$ cat src/issuePkg.sv
package issuePkg;

    // wakeup ports into the bank.
    localparam int WB_SIZE = 2;

    // own execution pipe.
    localparam int WAKE_PIPE = 0;

    // other functional units.
    localparam int WAKE_EXT = 1;

    localparam int PAYLOAD_WIDTH_DEF = 16;

    // slot state of one execution pipe stage.
    // KILLED keeps a flushed op moving down the pipe without completing.
    typedef enum logic [1:0] {
        EMPTY,
        BUSY,
        KILLED
    } PipeState;

endpackage

$ cat src/regPkg.sv
package regPkg;

    localparam int PREG_WIDTH = 6;
    localparam int ROB_WIDTH = 5;

    // physical register number.
    typedef logic [PREG_WIDTH-1:0] PregIdx;

    // position plus one wrap bit on top.
    typedef logic [ROB_WIDTH:0] RobIdx;

    // true when a was allocated before b.
    // the wrap bits differ once the younger op has lapped the buffer,
    // so a mismatch flips the sense of the position compare.
    function automatic logic isOlder(input RobIdx a, input RobIdx b);
        logic dirDiff;
        logic posLess;
        dirDiff = a[ROB_WIDTH] ^ b[ROB_WIDTH];
        posLess = a[ROB_WIDTH-1:0] < b[ROB_WIDTH-1:0];
        return dirDiff ^ posLess;
    endfunction

endpackage

$ cat src/issueIf.sv
`timescale 1ns/100ps

interface issueIf #(
    parameter int PAYLOAD_WIDTH = issuePkg::PAYLOAD_WIDTH_DEF
);
    import regPkg::*;

    logic valid;
    PregIdx rd;
    logic rdWe;
    RobIdx rob;
    logic [PAYLOAD_WIDTH-1:0] payload;

    // no ready signal, the pipe takes one op every cycle.
    modport bank (
        output valid, rd, rdWe, rob, payload
    );

    modport pipe (
        input valid, rd, rdWe, rob, payload
    );

endinterface

$ cat src/ageSelect.sv
`timescale 1ns/100ps

module ageSelect #(
    parameter int DEPTH = 8
) (
    input  logic [DEPTH-1:0]         ready_i,
    input  regPkg::RobIdx            rob_i [DEPTH],
    output logic                     valid_o,
    output logic [$clog2(DEPTH)-1:0] idx_o
);
    import regPkg::*;

    localparam int IDX_WIDTH = $clog2(DEPTH);
    localparam int NODES = 2 * DEPTH - 1;

    // binary tree laid out as a heap, node n has children 2n+1 and 2n+2.
    logic                 nodeValid [NODES];
    RobIdx                nodeRob   [NODES];
    logic [IDX_WIDTH-1:0] nodeIdx   [NODES];

    for (genvar i = 0; i < DEPTH; i++) begin : gLeaf
        assign nodeValid[DEPTH-1+i] = ready_i[i];
        assign nodeRob[DEPTH-1+i] = rob_i[i];
        assign nodeIdx[DEPTH-1+i] = IDX_WIDTH'(i);
    end

    for (genvar n = 0; n < DEPTH - 1; n++) begin : gNode
        logic takeLeft;

        // left wins unless the right one is valid and strictly older.
        assign takeLeft = nodeValid[2*n+1] &
            (~nodeValid[2*n+2] | ~isOlder(nodeRob[2*n+2], nodeRob[2*n+1]));

        assign nodeValid[n] = nodeValid[2*n+1] | nodeValid[2*n+2];
        assign nodeRob[n] = takeLeft ? nodeRob[2*n+1] : nodeRob[2*n+2];
        assign nodeIdx[n] = takeLeft ? nodeIdx[2*n+1] : nodeIdx[2*n+2];
    end

    assign valid_o = nodeValid[0];
    assign idx_o = nodeIdx[0];

endmodule

$ cat src/execPipe.sv
`timescale 1ns/100ps

module execPipe #(
    parameter int PAYLOAD_WIDTH = issuePkg::PAYLOAD_WIDTH_DEF
) (
    input  logic                     clk,
    input  logic                     rst,
    issueIf.pipe                     issue_i,
    input  logic                     redirect_i,
    input  regPkg::RobIdx            redirectRob_i,
    output logic                     wakeValid_o,
    output regPkg::PregIdx           wakeRd_o,
    output logic                     doneValid_o,
    output regPkg::PregIdx           doneRd_o,
    output logic                     doneRdWe_o,
    output regPkg::RobIdx            doneRob_o,
    output logic [PAYLOAD_WIDTH-1:0] donePayload_o
);
    import regPkg::*;
    import issuePkg::*;

    PipeState                 s1State;
    PipeState                 s2State;
    PregIdx                   s1Rd;
    PregIdx                   s2Rd;
    logic                     s1RdWe;
    logic                     s2RdWe;
    RobIdx                    s1Rob;
    RobIdx                    s2Rob;
    logic [PAYLOAD_WIDTH-1:0] s1Payload;
    logic [PAYLOAD_WIDTH-1:0] s2Payload;

    logic killIn;
    logic killS1;
    logic killS2;
    logic s2Live;

    // younger than the redirect point.
    assign killIn = redirect_i & isOlder(redirectRob_i, issue_i.rob);
    assign killS1 = redirect_i & isOlder(redirectRob_i, s1Rob);
    assign killS2 = redirect_i & isOlder(redirectRob_i, s2Rob);

    always_ff @(posedge clk or posedge rst) begin
        if (rst) begin
            s1State <= EMPTY;
            s2State <= EMPTY;
        end else begin
            if (!issue_i.valid) begin
                s1State <= EMPTY;
            end else begin
                s1State <= killIn ? KILLED : BUSY;
            end
            s2State <= (s1State == BUSY && killS1) ? KILLED : s1State;
        end
    end

    always_ff @(posedge clk) begin
        s1Rd <= issue_i.rd;
        s1RdWe <= issue_i.rdWe;
        s1Rob <= issue_i.rob;
        s1Payload <= issue_i.payload;
        s2Rd <= s1Rd;
        s2RdWe <= s1RdWe;
        s2Rob <= s1Rob;
        s2Payload <= s1Payload;
    end

    // a redirect in the done cycle still stops a younger op.
    assign s2Live = (s2State == BUSY) & ~killS2;

    assign doneValid_o = s2Live;
    assign doneRd_o = s2Rd;
    assign doneRdWe_o = s2RdWe;
    assign doneRob_o = s2Rob;
    assign donePayload_o = s2Payload;

    assign wakeValid_o = s2Live & s2RdWe;
    assign wakeRd_o = s2Rd;

endmodule

$ cat src/issueBank.sv
`timescale 1ns/100ps

module issueBank #(
    parameter int DEPTH = 8,
    parameter int PAYLOAD_WIDTH = issuePkg::PAYLOAD_WIDTH_DEF
) (
    input  logic                          clk,
    input  logic                          rst,
    input  logic                          dispValid_i,
    input  regPkg::PregIdx                dispRs1_i,
    input  logic                          dispRs1Ready_i,
    input  regPkg::PregIdx                dispRs2_i,
    input  logic                          dispRs2Ready_i,
    input  regPkg::PregIdx                dispRd_i,
    input  logic                          dispRdWe_i,
    input  regPkg::RobIdx                 dispRob_i,
    input  logic [PAYLOAD_WIDTH-1:0]      dispPayload_i,
    input  logic [issuePkg::WB_SIZE-1:0]  wakeValid_i,
    input  regPkg::PregIdx                wakeRd_i [issuePkg::WB_SIZE],
    input  logic                          redirect_i,
    input  regPkg::RobIdx                 redirectRob_i,
    issueIf.bank                          issue_o,
    output logic [$clog2(DEPTH+1)-1:0]    creditReturn_o
);
    import regPkg::*;
    import issuePkg::*;

    localparam int IDX_WIDTH = $clog2(DEPTH);
    localparam int CNT_WIDTH = $clog2(DEPTH + 1);

    logic [DEPTH-1:0] entryValid;
    logic [DEPTH-1:0] rs1Ready;
    logic [DEPTH-1:0] rs2Ready;
    logic [DEPTH-1:0] entryRdWe;
    PregIdx           entryRs1 [DEPTH];
    PregIdx           entryRs2 [DEPTH];
    PregIdx           entryRd  [DEPTH];
    RobIdx            entryRob [DEPTH];

    logic [DEPTH-1:0]     rs1Wake;
    logic [DEPTH-1:0]     rs2Wake;
    logic                 dispRs1Wake;
    logic                 dispRs2Wake;
    logic [DEPTH-1:0]     ready;
    logic [DEPTH-1:0]     younger;
    logic [IDX_WIDTH-1:0] freeIdx;
    logic                 selValid;
    logic [IDX_WIDTH-1:0] selIdx;
    logic                 dispEn;
    logic [CNT_WIDTH-1:0] flushCount;

    // dispatch is dropped in a redirect cycle.
    assign dispEn = dispValid_i & ~redirect_i;

    // tag match of every wakeup port against both sources.
    always_comb begin
        dispRs1Wake = 1'b0;
        dispRs2Wake = 1'b0;
        rs1Wake = '0;
        rs2Wake = '0;
        for (int j = 0; j < WB_SIZE; j++) begin
            if (wakeValid_i[j]) begin
                dispRs1Wake |= (wakeRd_i[j] == dispRs1_i);
                dispRs2Wake |= (wakeRd_i[j] == dispRs2_i);
                for (int i = 0; i < DEPTH; i++) begin
                    rs1Wake[i] |= (wakeRd_i[j] == entryRs1[i]);
                    rs2Wake[i] |= (wakeRd_i[j] == entryRs2[i]);
                end
            end
        end
    end

    for (genvar i = 0; i < DEPTH; i++) begin : gEntry
        assign ready[i] = entryValid[i] & rs1Ready[i] & rs2Ready[i];
        assign younger[i] = entryValid[i] & isOlder(redirectRob_i, entryRob[i]);
    end

    // lowest free slot wins.
    always_comb begin
        freeIdx = '0;
        for (int i = DEPTH - 1; i >= 0; i--) begin
            if (!entryValid[i]) begin
                freeIdx = IDX_WIDTH'(i);
            end
        end
    end

    always_comb begin
        flushCount = '0;
        for (int i = 0; i < DEPTH; i++) begin
            flushCount += CNT_WIDTH'(younger[i]);
        end
    end

    ageSelect #(
        .DEPTH(DEPTH)
    ) select (
        .ready_i(ready),
        .rob_i  (entryRob),
        .valid_o(selValid),
        .idx_o  (selIdx)
    );

    // payload read lines up with the issue register below.
    payloadRam #(
        .DEPTH        (DEPTH),
        .PAYLOAD_WIDTH(PAYLOAD_WIDTH)
    ) payload (
        .clk_i  (clk),
        .we_i   (dispEn),
        .wAddr_i(freeIdx),
        .wData_i(dispPayload_i),
        .rAddr_i(selIdx),
        .rData_o(issue_o.payload)
    );

    always_ff @(posedge clk or posedge rst) begin
        if (rst) begin
            entryValid <= '0;
            rs1Ready <= '0;
            rs2Ready <= '0;
        end else begin
            for (int i = 0; i < DEPTH; i++) begin
                if (dispEn && freeIdx == IDX_WIDTH'(i)) begin
                    entryValid[i] <= 1'b1;
                    rs1Ready[i] <= dispRs1Ready_i | dispRs1Wake;
                    rs2Ready[i] <= dispRs2Ready_i | dispRs2Wake;
                end else begin
                    if (redirect_i ? younger[i] : (selValid && selIdx == IDX_WIDTH'(i))) begin
                        entryValid[i] <= 1'b0;
                    end
                    rs1Ready[i] <= rs1Ready[i] | rs1Wake[i];
                    rs2Ready[i] <= rs2Ready[i] | rs2Wake[i];
                end
            end
        end
    end

    always_ff @(posedge clk) begin
        if (dispEn) begin
            entryRs1[freeIdx] <= dispRs1_i;
            entryRs2[freeIdx] <= dispRs2_i;
            entryRd[freeIdx] <= dispRd_i;
            entryRdWe[freeIdx] <= dispRdWe_i;
            entryRob[freeIdx] <= dispRob_i;
        end
    end

    // issue register and credit count, no issue in a redirect cycle.
    always_ff @(posedge clk or posedge rst) begin
        if (rst) begin
            issue_o.valid <= 1'b0;
            creditReturn_o <= '0;
        end else if (redirect_i) begin
            issue_o.valid <= 1'b0;
            // a dropped dispatch hands its credit straight back.
            creditReturn_o <= flushCount + CNT_WIDTH'(dispValid_i);
        end else begin
            issue_o.valid <= selValid;
            creditReturn_o <= CNT_WIDTH'(selValid);
        end
    end

    always_ff @(posedge clk) begin
        issue_o.rd <= entryRd[selIdx];
        issue_o.rdWe <= entryRdWe[selIdx];
        issue_o.rob <= entryRob[selIdx];
    end

endmodule

$ cat src/issueQueueTop.sv
`timescale 1ns/100ps

module issueQueueTop #(
    parameter int DEPTH = 8,
    parameter int PAYLOAD_WIDTH = issuePkg::PAYLOAD_WIDTH_DEF
) (
    input  logic                       clk,
    input  logic                       rst,
    input  logic                       dispValid_i,
    input  regPkg::PregIdx             dispRs1_i,
    input  logic                       dispRs1Ready_i,
    input  regPkg::PregIdx             dispRs2_i,
    input  logic                       dispRs2Ready_i,
    input  regPkg::PregIdx             dispRd_i,
    input  logic                       dispRdWe_i,
    input  regPkg::RobIdx              dispRob_i,
    input  logic [PAYLOAD_WIDTH-1:0]   dispPayload_i,
    input  logic                       extWakeValid_i,
    input  regPkg::PregIdx             extWakeRd_i,
    input  logic                       redirect_i,
    input  regPkg::RobIdx              redirectRob_i,
    output logic [$clog2(DEPTH+1)-1:0] creditReturn_o,
    output logic                       doneValid_o,
    output regPkg::PregIdx             doneRd_o,
    output logic                       doneRdWe_o,
    output regPkg::RobIdx              doneRob_o,
    output logic [PAYLOAD_WIDTH-1:0]   donePayload_o
);
    import regPkg::*;
    import issuePkg::*;

    logic               pipeWakeValid;
    PregIdx             pipeWakeRd;
    logic [WB_SIZE-1:0] wakeValid;
    PregIdx             wakeRd [WB_SIZE];

    issueIf #(
        .PAYLOAD_WIDTH(PAYLOAD_WIDTH)
    ) issueBus ();

    // wakeup bus into the bank.
    assign wakeValid[WAKE_PIPE] = pipeWakeValid;
    assign wakeValid[WAKE_EXT] = extWakeValid_i;
    assign wakeRd[WAKE_PIPE] = pipeWakeRd;
    assign wakeRd[WAKE_EXT] = extWakeRd_i;

    issueBank #(
        .DEPTH        (DEPTH),
        .PAYLOAD_WIDTH(PAYLOAD_WIDTH)
    ) bank (
        .clk           (clk),
        .rst           (rst),
        .dispValid_i   (dispValid_i),
        .dispRs1_i     (dispRs1_i),
        .dispRs1Ready_i(dispRs1Ready_i),
        .dispRs2_i     (dispRs2_i),
        .dispRs2Ready_i(dispRs2Ready_i),
        .dispRd_i      (dispRd_i),
        .dispRdWe_i    (dispRdWe_i),
        .dispRob_i     (dispRob_i),
        .dispPayload_i (dispPayload_i),
        .wakeValid_i   (wakeValid),
        .wakeRd_i      (wakeRd),
        .redirect_i    (redirect_i),
        .redirectRob_i (redirectRob_i),
        .issue_o       (issueBus.bank),
        .creditReturn_o(creditReturn_o)
    );

    execPipe #(
        .PAYLOAD_WIDTH(PAYLOAD_WIDTH)
    ) pipe (
        .clk          (clk),
        .rst          (rst),
        .issue_i      (issueBus.pipe),
        .redirect_i   (redirect_i),
        .redirectRob_i(redirectRob_i),
        .wakeValid_o  (pipeWakeValid),
        .wakeRd_o     (pipeWakeRd),
        .doneValid_o  (doneValid_o),
        .doneRd_o     (doneRd_o),
        .doneRdWe_o   (doneRdWe_o),
        .doneRob_o    (doneRob_o),
        .donePayload_o(donePayload_o)
    );

endmodule

$ cat src/payloadRam.sv
`timescale 1ns/100ps

module payloadRam #(
    parameter int DEPTH = 8,
    parameter int PAYLOAD_WIDTH = issuePkg::PAYLOAD_WIDTH_DEF
) (
    input  logic                     clk_i,
    input  logic                     we_i,
    input  logic [$clog2(DEPTH)-1:0] wAddr_i,
    input  logic [PAYLOAD_WIDTH-1:0] wData_i,
    input  logic [$clog2(DEPTH)-1:0] rAddr_i,
    output logic [PAYLOAD_WIDTH-1:0] rData_o
);

    logic [PAYLOAD_WIDTH-1:0] mem [DEPTH];

    // write and read slots never collide, a free slot is never selected.
    always_ff @(posedge clk_i) begin
        if (we_i) begin
            mem[wAddr_i] <= wData_i;
        end
        rData_o <= mem[rAddr_i];
    end

endmodule

$ cat config.mk
export PLATFORM = sky130hd
export DESIGN_NAME = issueQueueTop
export DESIGN_NICKNAME = d
export VERILOG_FILES = /design/src/issuePkg.sv /design/src/regPkg.sv /design/src/issueIf.sv /design/src/ageSelect.sv /design/src/execPipe.sv /design/src/issueBank.sv /design/src/issueQueueTop.sv /design/src/payloadRam.sv
export SDC_FILE = /design/constraint.sdc
export NUM_CORES = 1
export LEC_CHECK = 0
export CAP_MARGIN = 20
export CELL_PAD_IN_SITES_DETAIL_PLACEMENT = 0
export CELL_PAD_IN_SITES_GLOBAL_PLACEMENT = 2
export CORE_MARGIN = 10
export CORE_UTILIZATION = 45
export DETAILED_ROUTE_END_ITERATION = 16
export DONT_BUFFER_PORTS = 1
export PLACE_DENSITY = 0.79
export SLEW_MARGIN = 20
export SYNTH_ARGS = -nofsm -noshare
export SYNTH_HDL_FRONTEND = slang
export SYNTH_SLANG_ARGS = --single-unit
$ cat constraint.sdc
create_clock -name clk -period 9 [get_ports clk]
set_clock_uncertainty 0.05 [all_clocks]
set_input_delay 1.35 -clock clk [delete_from_list [all_inputs] [get_ports clk]]
set_output_delay 1.35 -clock clk [all_outputs]
set_load 0.03 [all_outputs]
==> flow_summary.json, run 1 <==
{
  "drv_cap": 0,
  "hold_slack_ns": 0.268,
  "synth_area_per_cell_sq_um": 12.7,
  "grt.total_usage": 0.196,
  "clk_path_buf_depth": 3,
  "slew_headroom": 0.363,
  "clk_latency_ns": 0.62,
  "drtIter0Drc": 908,
  "path_max_fanout": 18,
  "syn_nets": 1790,
  "postCtsSetupBuffers": 0,
  "die_x_um": 236,
  "dp_slack_ns": 1.06,
  "row_count": 78,
  "ys_warn_count": 0,
  "synth_seq_cells": 448,
  "final_nets": 1809,
  "post_route_cells_drive_above_1_share": 0.105,
  "worst_pin_slew_ns": 0.955,
  "final_core_utilization": 0.512,
  "synth_cell_types": 68,
  "yosys-top-cells-area": "edfxtp_1 (47%), dfxtp_1 (8.3%), xnor2_1 (6.4%)",
  "slowest_stage": "o21ai_0",
  "overflow": 0,
  "htree_levels": 2,
  "cts_tree": "done",
  "final_common_cell": "edfxtp_1",
  "path_common_cell": "a21oi_1",
  "clkTransAtPathRegs_ns": 0.07,
  "vias": 13000,
  "finalSetupViolCount": 0,
  "ios": 94,
  "ctsRootBufferMaster": "clkbuf_16",
  "die-height_um": 236,
  "dp_hpwl_mm": 35.0,
  "yosys.area.top_type": "edfxtp_1",
  "grt_pass1_vias": 13100,
  "final_cell_mix": "edfxtp_1 (328), xnor2_1 (153), xor2_1 (95)",
  "start_util": 0.458,
  "grt_antenna_before_repair": 0,
  "grt_pass1_wl_mm": 83.5,
  "wire_per_inst_um": 24.0,
  "outcome": "finished, final reports clean",
  "crit_arrival_ns": 7.98,
  "async_flop_share": 0.0737,
  "io_buffers": 0,
  "syn_to_final_growth_pct": 11.7,
  "ys.flop_type": "edfxtp_1",
  "drtAntennaViolNets": 0,
  "peakVddDrop_uv": 213,
  "hold_viol": 0,
  "netlist_area_sq_um": 20900,
  "fp.coreArea_sq_um": 45700,
  "synth-edff-count": 328,
  "fin_crit_sh": 0.848,
  "dr.pass1.iters": 6,
  "yosysTopAreaCellShare": 0.471,
  "antenna_cells": 0,
  "finalMaxSlewViolations": 0,
  "numCtsBuffers": 48,
  "die_area_sq_um": 55500,
  "drt_wl_total_mm": 55.3,
  "path_class": "reg2reg",
  "power_density_nw_per_um2": 299,
  "grt_setup_unrepaired": "no",
  "worstPathRequired_ns": 9.35,
  "hold_class": "reg2reg",
  "leakagePower_nw": 8.55,
  "fin_ws_ns": 1.37,
  "cts.sinks": 448,
  "cp-start-kind": "flip-flop",
  "drc": 0,
  "critPathCaptureType": "flip-flop",
  "netlist_instances": 1647,
  "fillers": 3971,
  "timing.fmax_mhz": 131,
  "finalCriticalPeriod_ns": 7.63,
  "gp_congestion": 0.832,
  "grt_max_degree": 47,
  "post_cts_resize_count": 0,
  "max_stage_delay_ns": 0.56,
  "hold_buffers": 0,
  "via_per_inst": 5.64,
  "ys_seq_area_frac": 0.593,
  "fin_setup_tns_ns": 0
}
-- worst max-delay path, delay by kind of cell (launching register included) --
kind                     cells  cell delay [ns]
buffers and inverters        2             0.61
AO/OA/AOI/OAI               11             3.25
flip-flops                   1             0.44
adder cells (fa/ha/maj)      3             0.95
XOR/XNOR                     1             0.17
AND/OR/NAND/NOR              8             1.01
multiplexers                 3             0.91
-- Yosys cell counts, types with 38 or more instances --
cell,number
ha_1,78
xnor2_1,153
a21oi_1,75
a21boi_0,42
a21o_1,38
edfxtp_1,328
inv_1,76
clkbuf_1,54
nor2_1,61
dfxtp_1,87
nand2_1,64
nor4_1,52
xor2_1,95
nand4_1,40
o21ai_0,60
-- cell families after synthesis --
group	after synthesis	synth area share
adder cells (fa/ha/maj)	83	0.0514
XOR/XNOR	249	0.105
AND/OR/NAND/NOR	324	0.0814
multiplexers	72	0.0369
AO/OA/AOI/OAI	327	0.105
flip-flops	448	0.593
buffers and inverters	144	0.0275
-- per-layer routing --
layer	GRT usage	part of all wire	wire, um
met1	0.247	0.42	23500
met2	0.337	0.50	27500
met3	0.0344	0.056	3080
met4	0.0579	0.022	1200
met5	0	0	0
-- report_power, final --
part | total [mW] | switching [mW] | internal, mW | leakage, nW
logic | 2.15 | 1.29 | 0.857 | 3.64
registers | 2.85 | 0.289 | 2.56 | 4.11
clock network | 1.99 | 0.828 | 1.16 | 0.801
total | 6.99 | 2.41 | 4.58 | 8.55
-- registers in the layout, summed over array words and instances (netlist names), 16 cells and up --
register,count
bank.payload.mem,128
bank.entryRd,48
bank.entryRob,48
bank.entryRs1,48
bank.entryRs2,48
bank.payload.rData_o,16
pipe.donePayload_o,16
pipe.s1Payload,16
-- cell type report --
| class | count | area (sq um) | area share |
|---|---|---|---|
| clock buffer | 72 | 1420 | 0.0608 |
| tap | 600 | 751 | 0.0321 |
| sequential | 448 | 12400 | 0.531 |
| timing repair buffer | 37 | 303 | 0.0129 |
| multi-input combinational | 1055 | 8000 | 0.342 |
| inverter | 76 | 285 | 0.0122 |
| clock inverter | 18 | 210 | 0.00899 |
-- path summary, 6_finish.rpt --
kind                       slack, ns               from  cells after the start               endpoint
setup / recovery                1.37  bank.entryRob[14]                     28    bank.issue_o.rob[5]
hold / removal                  0.27  pipe.s1Payload[0]                      0  pipe.donePayload_o[0]
setup reg to reg                1.37  bank.entryRob[14]                     28    bank.issue_o.rob[5]
hold reg to reg                 0.27  pipe.s1Payload[0]                      0  pipe.donePayload_o[0]
max in group asynchronous       7.78                rst                      2       bank.rs1Ready[5]
min in group asynchronous       0.72                rst                      2       bank.rs2Ready[2]
-- per-stage QoR --
stage          total power, mW  cell area (sq um)  cells
6_report                  6.99              23400   2306
2_1_floorplan             4.44              20900   1647
4_1_cts                   7.06              23400   2305
3_5_place_dp              5.05              21700   2215
5_1_grt                   7.38              23400   2306
3_3_place_gp              5.03              21700   2215
(Power assumes the default switching activity.)
==> inputs of run 2 (changes only) <==
--- a/config.mk
+++ b/config.mk
@@ -5,14 +5,15 @@
 export SDC_FILE = /design/constraint.sdc
 export NUM_CORES = 1
 export LEC_CHECK = 0
+export ABC_AREA = 1
 export CAP_MARGIN = 20
 export CELL_PAD_IN_SITES_DETAIL_PLACEMENT = 0
 export CELL_PAD_IN_SITES_GLOBAL_PLACEMENT = 2
 export CORE_MARGIN = 10
-export CORE_UTILIZATION = 45
+export CORE_UTILIZATION = 37
 export DETAILED_ROUTE_END_ITERATION = 16
 export DONT_BUFFER_PORTS = 1
-export PLACE_DENSITY = 0.79
+export PLACE_DENSITY = 0.74
 export SLEW_MARGIN = 20
 export SYNTH_ARGS = -nofsm -noshare
 export SYNTH_HDL_FRONTEND = slang
==> constraint.sdc (replaced) <==
create_clock -name clk -period 6.95 [get_ports clk]
set_clock_uncertainty 0.05 [all_clocks]
set_input_delay 1.0425 -clock clk [delete_from_list [all_inputs] [get_ports clk]]
set_output_delay 1.0425 -clock clk [all_outputs]
set_load 0.03 [all_outputs]
==> flow_summary.json, run 2 <==
{
  "p_seq_frac": 0.369,
  "dp_hpwl_mm": 42.2,
  "combPwrFrac": 0.336,
  "swShare": 0.392,
  "hp-start": "bank.issue_o.rd[5]",
  "top_register": "bank.payload.mem",
  "grt_pass1_vias": 15800,
  "hold_buffers": 0,
  "yosysMostFrequentCell": "nand2_1",
  "leakagePower_nw": 10.3,
  "peakVddDrop_uv": 437,
  "critical_path.top_delay_family": "simple AND/OR/NAND/NOR gates",
  "finalSetupViolCount": 0,
  "yosys-top-cells-area": "edfxtp_1 (45%), nand2_1 (11%), dfxtp_1 (8.0%)",
  "worstPathRequired_ns": 7.49,
  "syn_to_final_growth_pct": 12.9,
  "finalCriticalPeriod_ns": 6.38,
  "final_nets": 2401,
  "post_route_cells_drive_above_1_share": 0.0721,
  "r2r_slack_ns": 0.57,
  "power.internal_mw": 6.13,
  "path_max_fanout": 36,
  "slowest_stage": "edfxtp_1",
  "fp.coreArea_sq_um": 58800,
  "grt_setup_unrepaired": "no",
  "dr.pass1.iters": 5,
  "clkTransAtPathRegs_ns": 0.07,
  "outcome": "finished, final reports clean",
  "hold_class": "reg2reg",
  "hold_path_end": "pipe.s1Rd[5]",
  "die_area_sq_um": 69200,
  "drt_wl_total_mm": 70.2,
  "drtIter0Drc": 1205,
  "ys_seq_area_frac": 0.568,
  "r2r-start": "bank.entryRob[39]",
  "via_per_inst": 5.28,
  "die-height_um": 263,
  "cts.sinks": 448,
  "yosys.area.top_type": "edfxtp_1",
  "reg2regPathDepth": 34,
  "grt_max_degree": 115,
  "crit_arrival_ns": 6.92,
  "max_stage_delay_ns": 0.45,
  "synth_cell_types": 51,
  "final_common_cell": "nand2_1",
  "synth_area_per_cell_sq_um": 9.65,
  "async_flop_share": 0.0737,
  "path_common_cell": "nand2_1",
  "path_class": "reg2reg",
  "vias": 16200,
  "start_util": 0.372,
  "yosysTopAreaCellShare": 0.451,
  "antenna_cells": 0,
  "drtAntennaViolNets": 0,
  "power_density_nw_per_um2": 408,
  "ios": 94,
  "fin_crit_sh": 0.918,
  "total_power_mw": 10.1,
  "timing.fmax_mhz": 157,
  "io_buffers": 0,
  "path_depth": 34,
  "die_x_um": 263,
  "critPathCaptureType": "flip-flop",
  "netlist_instances": 2266,
  "largest_reg_flops": 128,
  "syn_nets": 2409,
  "drc": 0,
  "fin_setup_tns_ns": 0,
  "grt_antenna_before_repair": 1,
  "clk_path_buf_depth": 3,
  "grt_pass1_wl_mm": 103,
  "final_cell_mix": "nand2_1 (664), edfxtp_1 (328), nand3_1 (245)",
  "grt.total_usage": 0.194,
  "numCtsBuffers": 52,
  "crit_buf_inv": 2,
  "ctsRootBufferMaster": "clkbuf_16",
  "overflow": 0,
  "finalMaxSlewViolations": 0,
  "drv_cap": 0,
  "hold_depth": 0,
  "ys_top_cells_by_count": "nand2_1 (664), edfxtp_1 (328), nand3_1 (245), inv_1 (180), nor2_1 (101)",
  "synth_seq_cells": 448,
  "row_count": 89,
  "gp_congestion": 0.838,
  "final_core_utilization": 0.420,
  "ys.flop_type": "edfxtp_1",
  "wire_per_inst_um": 22.8,
  "pwr-share-clk": 0.295,
  "synth-edff-count": 328,
  "r2r_end": "bank.issue_o.rob[0]",
  "ys_warn_count": 0,
  "clk_latency_ns": 0.64,
  "slew_headroom": 0.335,
  "switching_power_mw": 3.95,
  "cp-start-kind": "flip-flop",
  "hold_viol": 0,
  "netlist_area_sq_um": 21900,
  "cts_tree": "done",
  "htree_levels": 2,
  "worst_pin_slew_ns": 0.996
}
[run 2: changes by cell type in the layout (fill, tap and decap cells not counted), sizes merged, moves of 23 or more]
cell and change:
nand2b -24, xor2 -34, mux2 -36, o22ai +23
inv +106, a21o -37, nand2 +607, xnor2 -116
a21boi -44, mux2i -36, nor4 -31, nand3 +245
nor2 +39
[run 2: cell type report]
cell class / instances / area (sq um)
Fill cell: 5719 / 34100
Inverter: 189 / 713
Timing Repair Buffer: 39 / 388
Multi-Input combinational cell: 1528 / 8300
Tap cell: 773 / 967
Clock inverter: 31 / 480
Clock buffer: 67 / 1410
Sequential cell: 448 / 12400
[run 2: logic make-up (layout without fill, tap and decap cells)]
kind of cell	after synthesis	after routing	share of synthesized area
AND/OR/NAND/NOR	1099	1099	0.217
XOR/XNOR	99	99	0.0397
flip-flops	448	448	0.568
buffers and inverters	291	326	0.0566
AO/OA/AOI/OAI	246	247	0.0696
adder cells (fa/ha/maj)	83	83	0.0492
[run 2: power groups by stage]
stage | combinational, mW | clock (mW) | sequential [mW]
6_report | 3.38 | 2.98 | 3.72
5_1_grt | 3.77 | 3.16 | 3.77
4_1_cts | 3.30 | 3.04 | 3.73
3_5_place_dp | 3.28 | 0 | 3.78
3_3_place_gp | 3.27 | 0 | 3.78
2_1_floorplan | 2.29 | 0 | 3.71
[run 2: worst register-to-register path: cells and delay by family (launching register included)]
family                     cells  cell delay [ns]
buffers and inverters          2             0.62
adders and majority gates      3             0.93
DFF                            1             0.45
AOI/OAI and AO/OA              7             1.84
and+or+nand+nor               22             2.45
[run 2: through the flow]
stage | cells | cell area [sq um] | setup slack [ns] | hold WS [ns]
2_1_floorplan | 2266 | 21900 | 2.17 | 0.260
3_3_place_gp | 2971 | 22700 | 0.138 | 0.263
3_5_place_dp | 2971 | 22700 | 0.0273 | 0.262
4_1_cts | 3069 | 24600 | 0.00656 | 0.275
5_1_grt | 3075 | 24700 | 0.140 | 0.280
6_report | 3075 | 24700 | 0.569 | 0.272
[run 2: timing repair]
action,4_1_cts,5_1_grt
buffers inserted,0,3
hold endpoints to repair,0,0
gates resized for setup,0,8
setup endpoints to repair,0,34
[run 2: layer usage]
metal  vias to the layer above  GRT usage  share of wire  wire length, um
li1                       7764          -              -                -
met1                      7880      0.250           0.43            30300
met2                       482      0.319           0.47            33300
met3                       111     0.0444          0.065             4590
met4                         0     0.0607          0.029             2000
met5                         -          0              0                0
[run 2: worst max-delay path by stage]
stage	to	slack [ns]	from
3_5_place_dp	bank.issue_o.rob[3]	0.03	bank.entryRob[40]
6_report	bank.issue_o.rob[0]	0.57	bank.entryRob[39]
5_1_grt	bank.payload.rData_o[1]	0.14	bank.entryRob[45]
2_1_floorplan	bank.entryValid[3]	2.17	bank.entryRob[4]
4_1_cts	bank.payload.rData_o[0]	0.007	bank.entryRob[46]
3_3_place_gp	bank.payload.rData_o[0]	0.14	bank.entryRob[39]
==> inputs of run 3 (changes only) <==
--- a/config.mk
+++ b/config.mk
@@ -6,6 +6,7 @@
 export NUM_CORES = 1
 export LEC_CHECK = 0
 export ABC_AREA = 1
+export ABC_CLOCK_PERIOD_IN_PS = 6950
 export CAP_MARGIN = 20
 export CELL_PAD_IN_SITES_DETAIL_PLACEMENT = 0
 export CELL_PAD_IN_SITES_GLOBAL_PLACEMENT = 2
@@ -13,7 +14,8 @@
 export CORE_UTILIZATION = 37
 export DETAILED_ROUTE_END_ITERATION = 16
 export DONT_BUFFER_PORTS = 1
-export PLACE_DENSITY = 0.74
+export PLACE_DENSITY_LB_ADDON = 0.1
+export SKIP_LAST_GASP = 1
 export SLEW_MARGIN = 20
 export SYNTH_ARGS = -nofsm -noshare
 export SYNTH_HDL_FRONTEND = slang
==> flow_summary.json, run 3 (synthesis results as in run 2) <==
{
  "power.internal_mw": 5.83,
  "power_density_nw_per_um2": 397,
  "cts.sinks": 448,
  "cp-start-kind": "flip-flop",
  "row_count": 89,
  "clkTransAtPathRegs_ns": 0.06,
  "swShare": 0.399,
  "slowest_stage": "o21ai_4",
  "ios": 94,
  "slew_headroom": 0.307,
  "gp_congestion": 0.846,
  "reg2regPathDepth": 29,
  "cts_tree": "done",
  "grt_setup_unrepaired": "no",
  "pwr-share-clk": 0.270,
  "r2r_slack_ns": 0.64,
  "drtAntennaViolNets": 0,
  "syn_to_final_growth_pct": 11.7,
  "max_stage_delay_ns": 0.70,
  "final_cell_mix": "nand2_1 (662), edfxtp_1 (328), nand3_1 (245)",
  "wire_per_inst_um": 23.3,
  "fp.coreArea_sq_um": 58800,
  "drt_wl_total_mm": 71.6,
  "worst_pin_slew_ns": 1.04,
  "peakVddDrop_uv": 245,
  "worstSetupEndpoint": "bank.issue_o.rd[2]",
  "top_register": "bank.payload.mem",
  "finalCriticalPeriod_ns": 6.31,
  "via_per_inst": 5.31,
  "hold_class": "in2async",
  "worstPathRequired_ns": 7.46,
  "hold_viol": 0,
  "setup.worst_path.start": "bank.entryRob[28]",
  "ctsRootBufferMaster": "clkbuf_16",
  "finalMaxSlewViolations": 0,
  "total_power_mw": 9.71,
  "die-height_um": 263,
  "largest_reg_flops": 128,
  "finalSetupViolCount": 0,
  "numCtsBuffers": 51,
  "grt_antenna_before_repair": 1,
  "leakagePower_nw": 10.2,
  "post_route_cells_drive_above_1_share": 0.0662,
  "r2r-start": "bank.entryRob[28]",
  "clk_latency_ns": 0.62,
  "path_max_fanout": 38,
  "die_x_um": 263,
  "vias": 16300,
  "final_common_cell": "nand2_1",
  "die_area_sq_um": 69200,
  "critPathCaptureType": "flip-flop",
  "fillers": 5768,
  "multi_input_area_sq_um": 8310,
  "fin_setup_tns_ns": 0,
  "fin_crit_sh": 0.908,
  "p_seq_frac": 0.383,
  "path_common_cell": "nand2_1",
  "htree_levels": 2,
  "path_class": "reg2reg",
  "drtIter0Drc": 1295,
  "hold_buffers": 0,
  "switching_power_mw": 3.87,
  "overflow": 0,
  "outcome": "finished, final reports clean",
  "crit_arrival_ns": 6.82,
  "start_util": 0.372,
  "r2r_end": "bank.issue_o.rd[2]",
  "drv_cap": 0,
  "drc": 0,
  "seqCellArea_sq_um": 12400,
  "dr.pass1.iters": 5,
  "timing.fmax_mhz": 158,
  "dp_hpwl_mm": 45.0,
  "combPwrFrac": 0.347,
  "clk_path_buf_depth": 3,
  "grt.total_usage": 0.201,
  "grt_max_degree": 75,
  "final_nets": 2397,
  "grt_pass1_wl_mm": 107,
  "io_buffers": 0,
  "grt_pass1_vias": 16000
}
-- run 3: cell types whose count changed in the layout (fill, tap and decap cells not counted), sizes merged --
| cell | change |
|---|---|
| bufinv | -8 |
| clkinv | -2 |
| clkinvlp | -2 |
| o21ai | -1 |
| clkbuf | +7 |
| diode | +1 |
| buf | -1 |
| inv | +1 |
-- run 3: worst min path at each step --
stage / start / endpoint / slack (ns) / cells past startpoint
floorplan: pipe.s1Payload[0] / pipe.donePayload_o[0] / 0.26 / 0
global placement: pipe.s1Rd[2] / pipe.doneRd_o[2] / 0.26 / 0
detailed placement: bank.issue_o.rd[1] / pipe.s1Rd[1] / 0.26 / 0
CTS: rst / pipe.s2State[1] / 0.13 / 1
global route: rst / pipe.s2State[1] / 0.14 / 1
finish: rst / pipe.s2State[1] / 0.16 / 1
-- run 3: stage by stage --
step | hold WS [ns] | utilization | instances | setup WS, ns | cell area, sq um
2_1_floorplan | 0.260 | - | 2266 | 2.17 | 21900
3_3_place_gp | 0.262 | 0.387 | 2974 | 0.206 | 22800
3_5_place_dp | 0.262 | 0.387 | 2974 | 0.253 | 22800
4_1_cts | 0.128 | 0.415 | 3069 | 0.219 | 24400
5_1_grt | 0.137 | 0.415 | 3070 | 0.00571 | 24400
6_report | 0.159 | 0.415 | 3070 | 0.637 | 24400
-- run 3: metal layers --
layer,part of all wire,vias to the layer above,track usage
met5,0,-,0
met3,0.060,84,0.0353
li1,-,7746,-
met4,0.018,0,0.0475
met2,0.47,491,0.331
met1,0.45,7994,0.270
-- run 3: worst max-delay path, delay by kind of cell (launching register included) --
kind / cells / cell delay [ns]
DFF: 1 / 0.45
and+or+nand+nor: 18 / 2.05
AOI/OAI and AO/OA: 6 / 2.12
adders and majority gates: 3 / 0.96
buffers and inverters: 2 / 0.62
-- run 3: area by class of cell --
type / count / share of cell area
multi-input combinational: 1527 / 0.340
tap: 773 / 0.0396
antenna: 1 / 0.000102
clock buffer: 75 / 0.0584
inverter: 189 / 0.0290
sequential: 448 / 0.508
clock inverter: 20 / 0.00825
timing repair buffer: 37 / 0.0160
-- run 3: power groups by stage --
stage	Sequential, mW	Clock (mW)	Combinational, mW
6_report	3.72	2.63	3.37
5_1_grt	3.77	2.80	3.78
4_1_cts	3.73	2.70	3.40
3_5_place_dp	3.78	0	3.39
3_3_place_gp	3.78	0	3.37
2_1_floorplan	3.71	0	2.29
-- run 3: what timing repair did --
item	4_1_cts	5_1_grt
buffers inserted	0	0
gates resized for setup	0	9
endpoints found under the setup margin	0	37
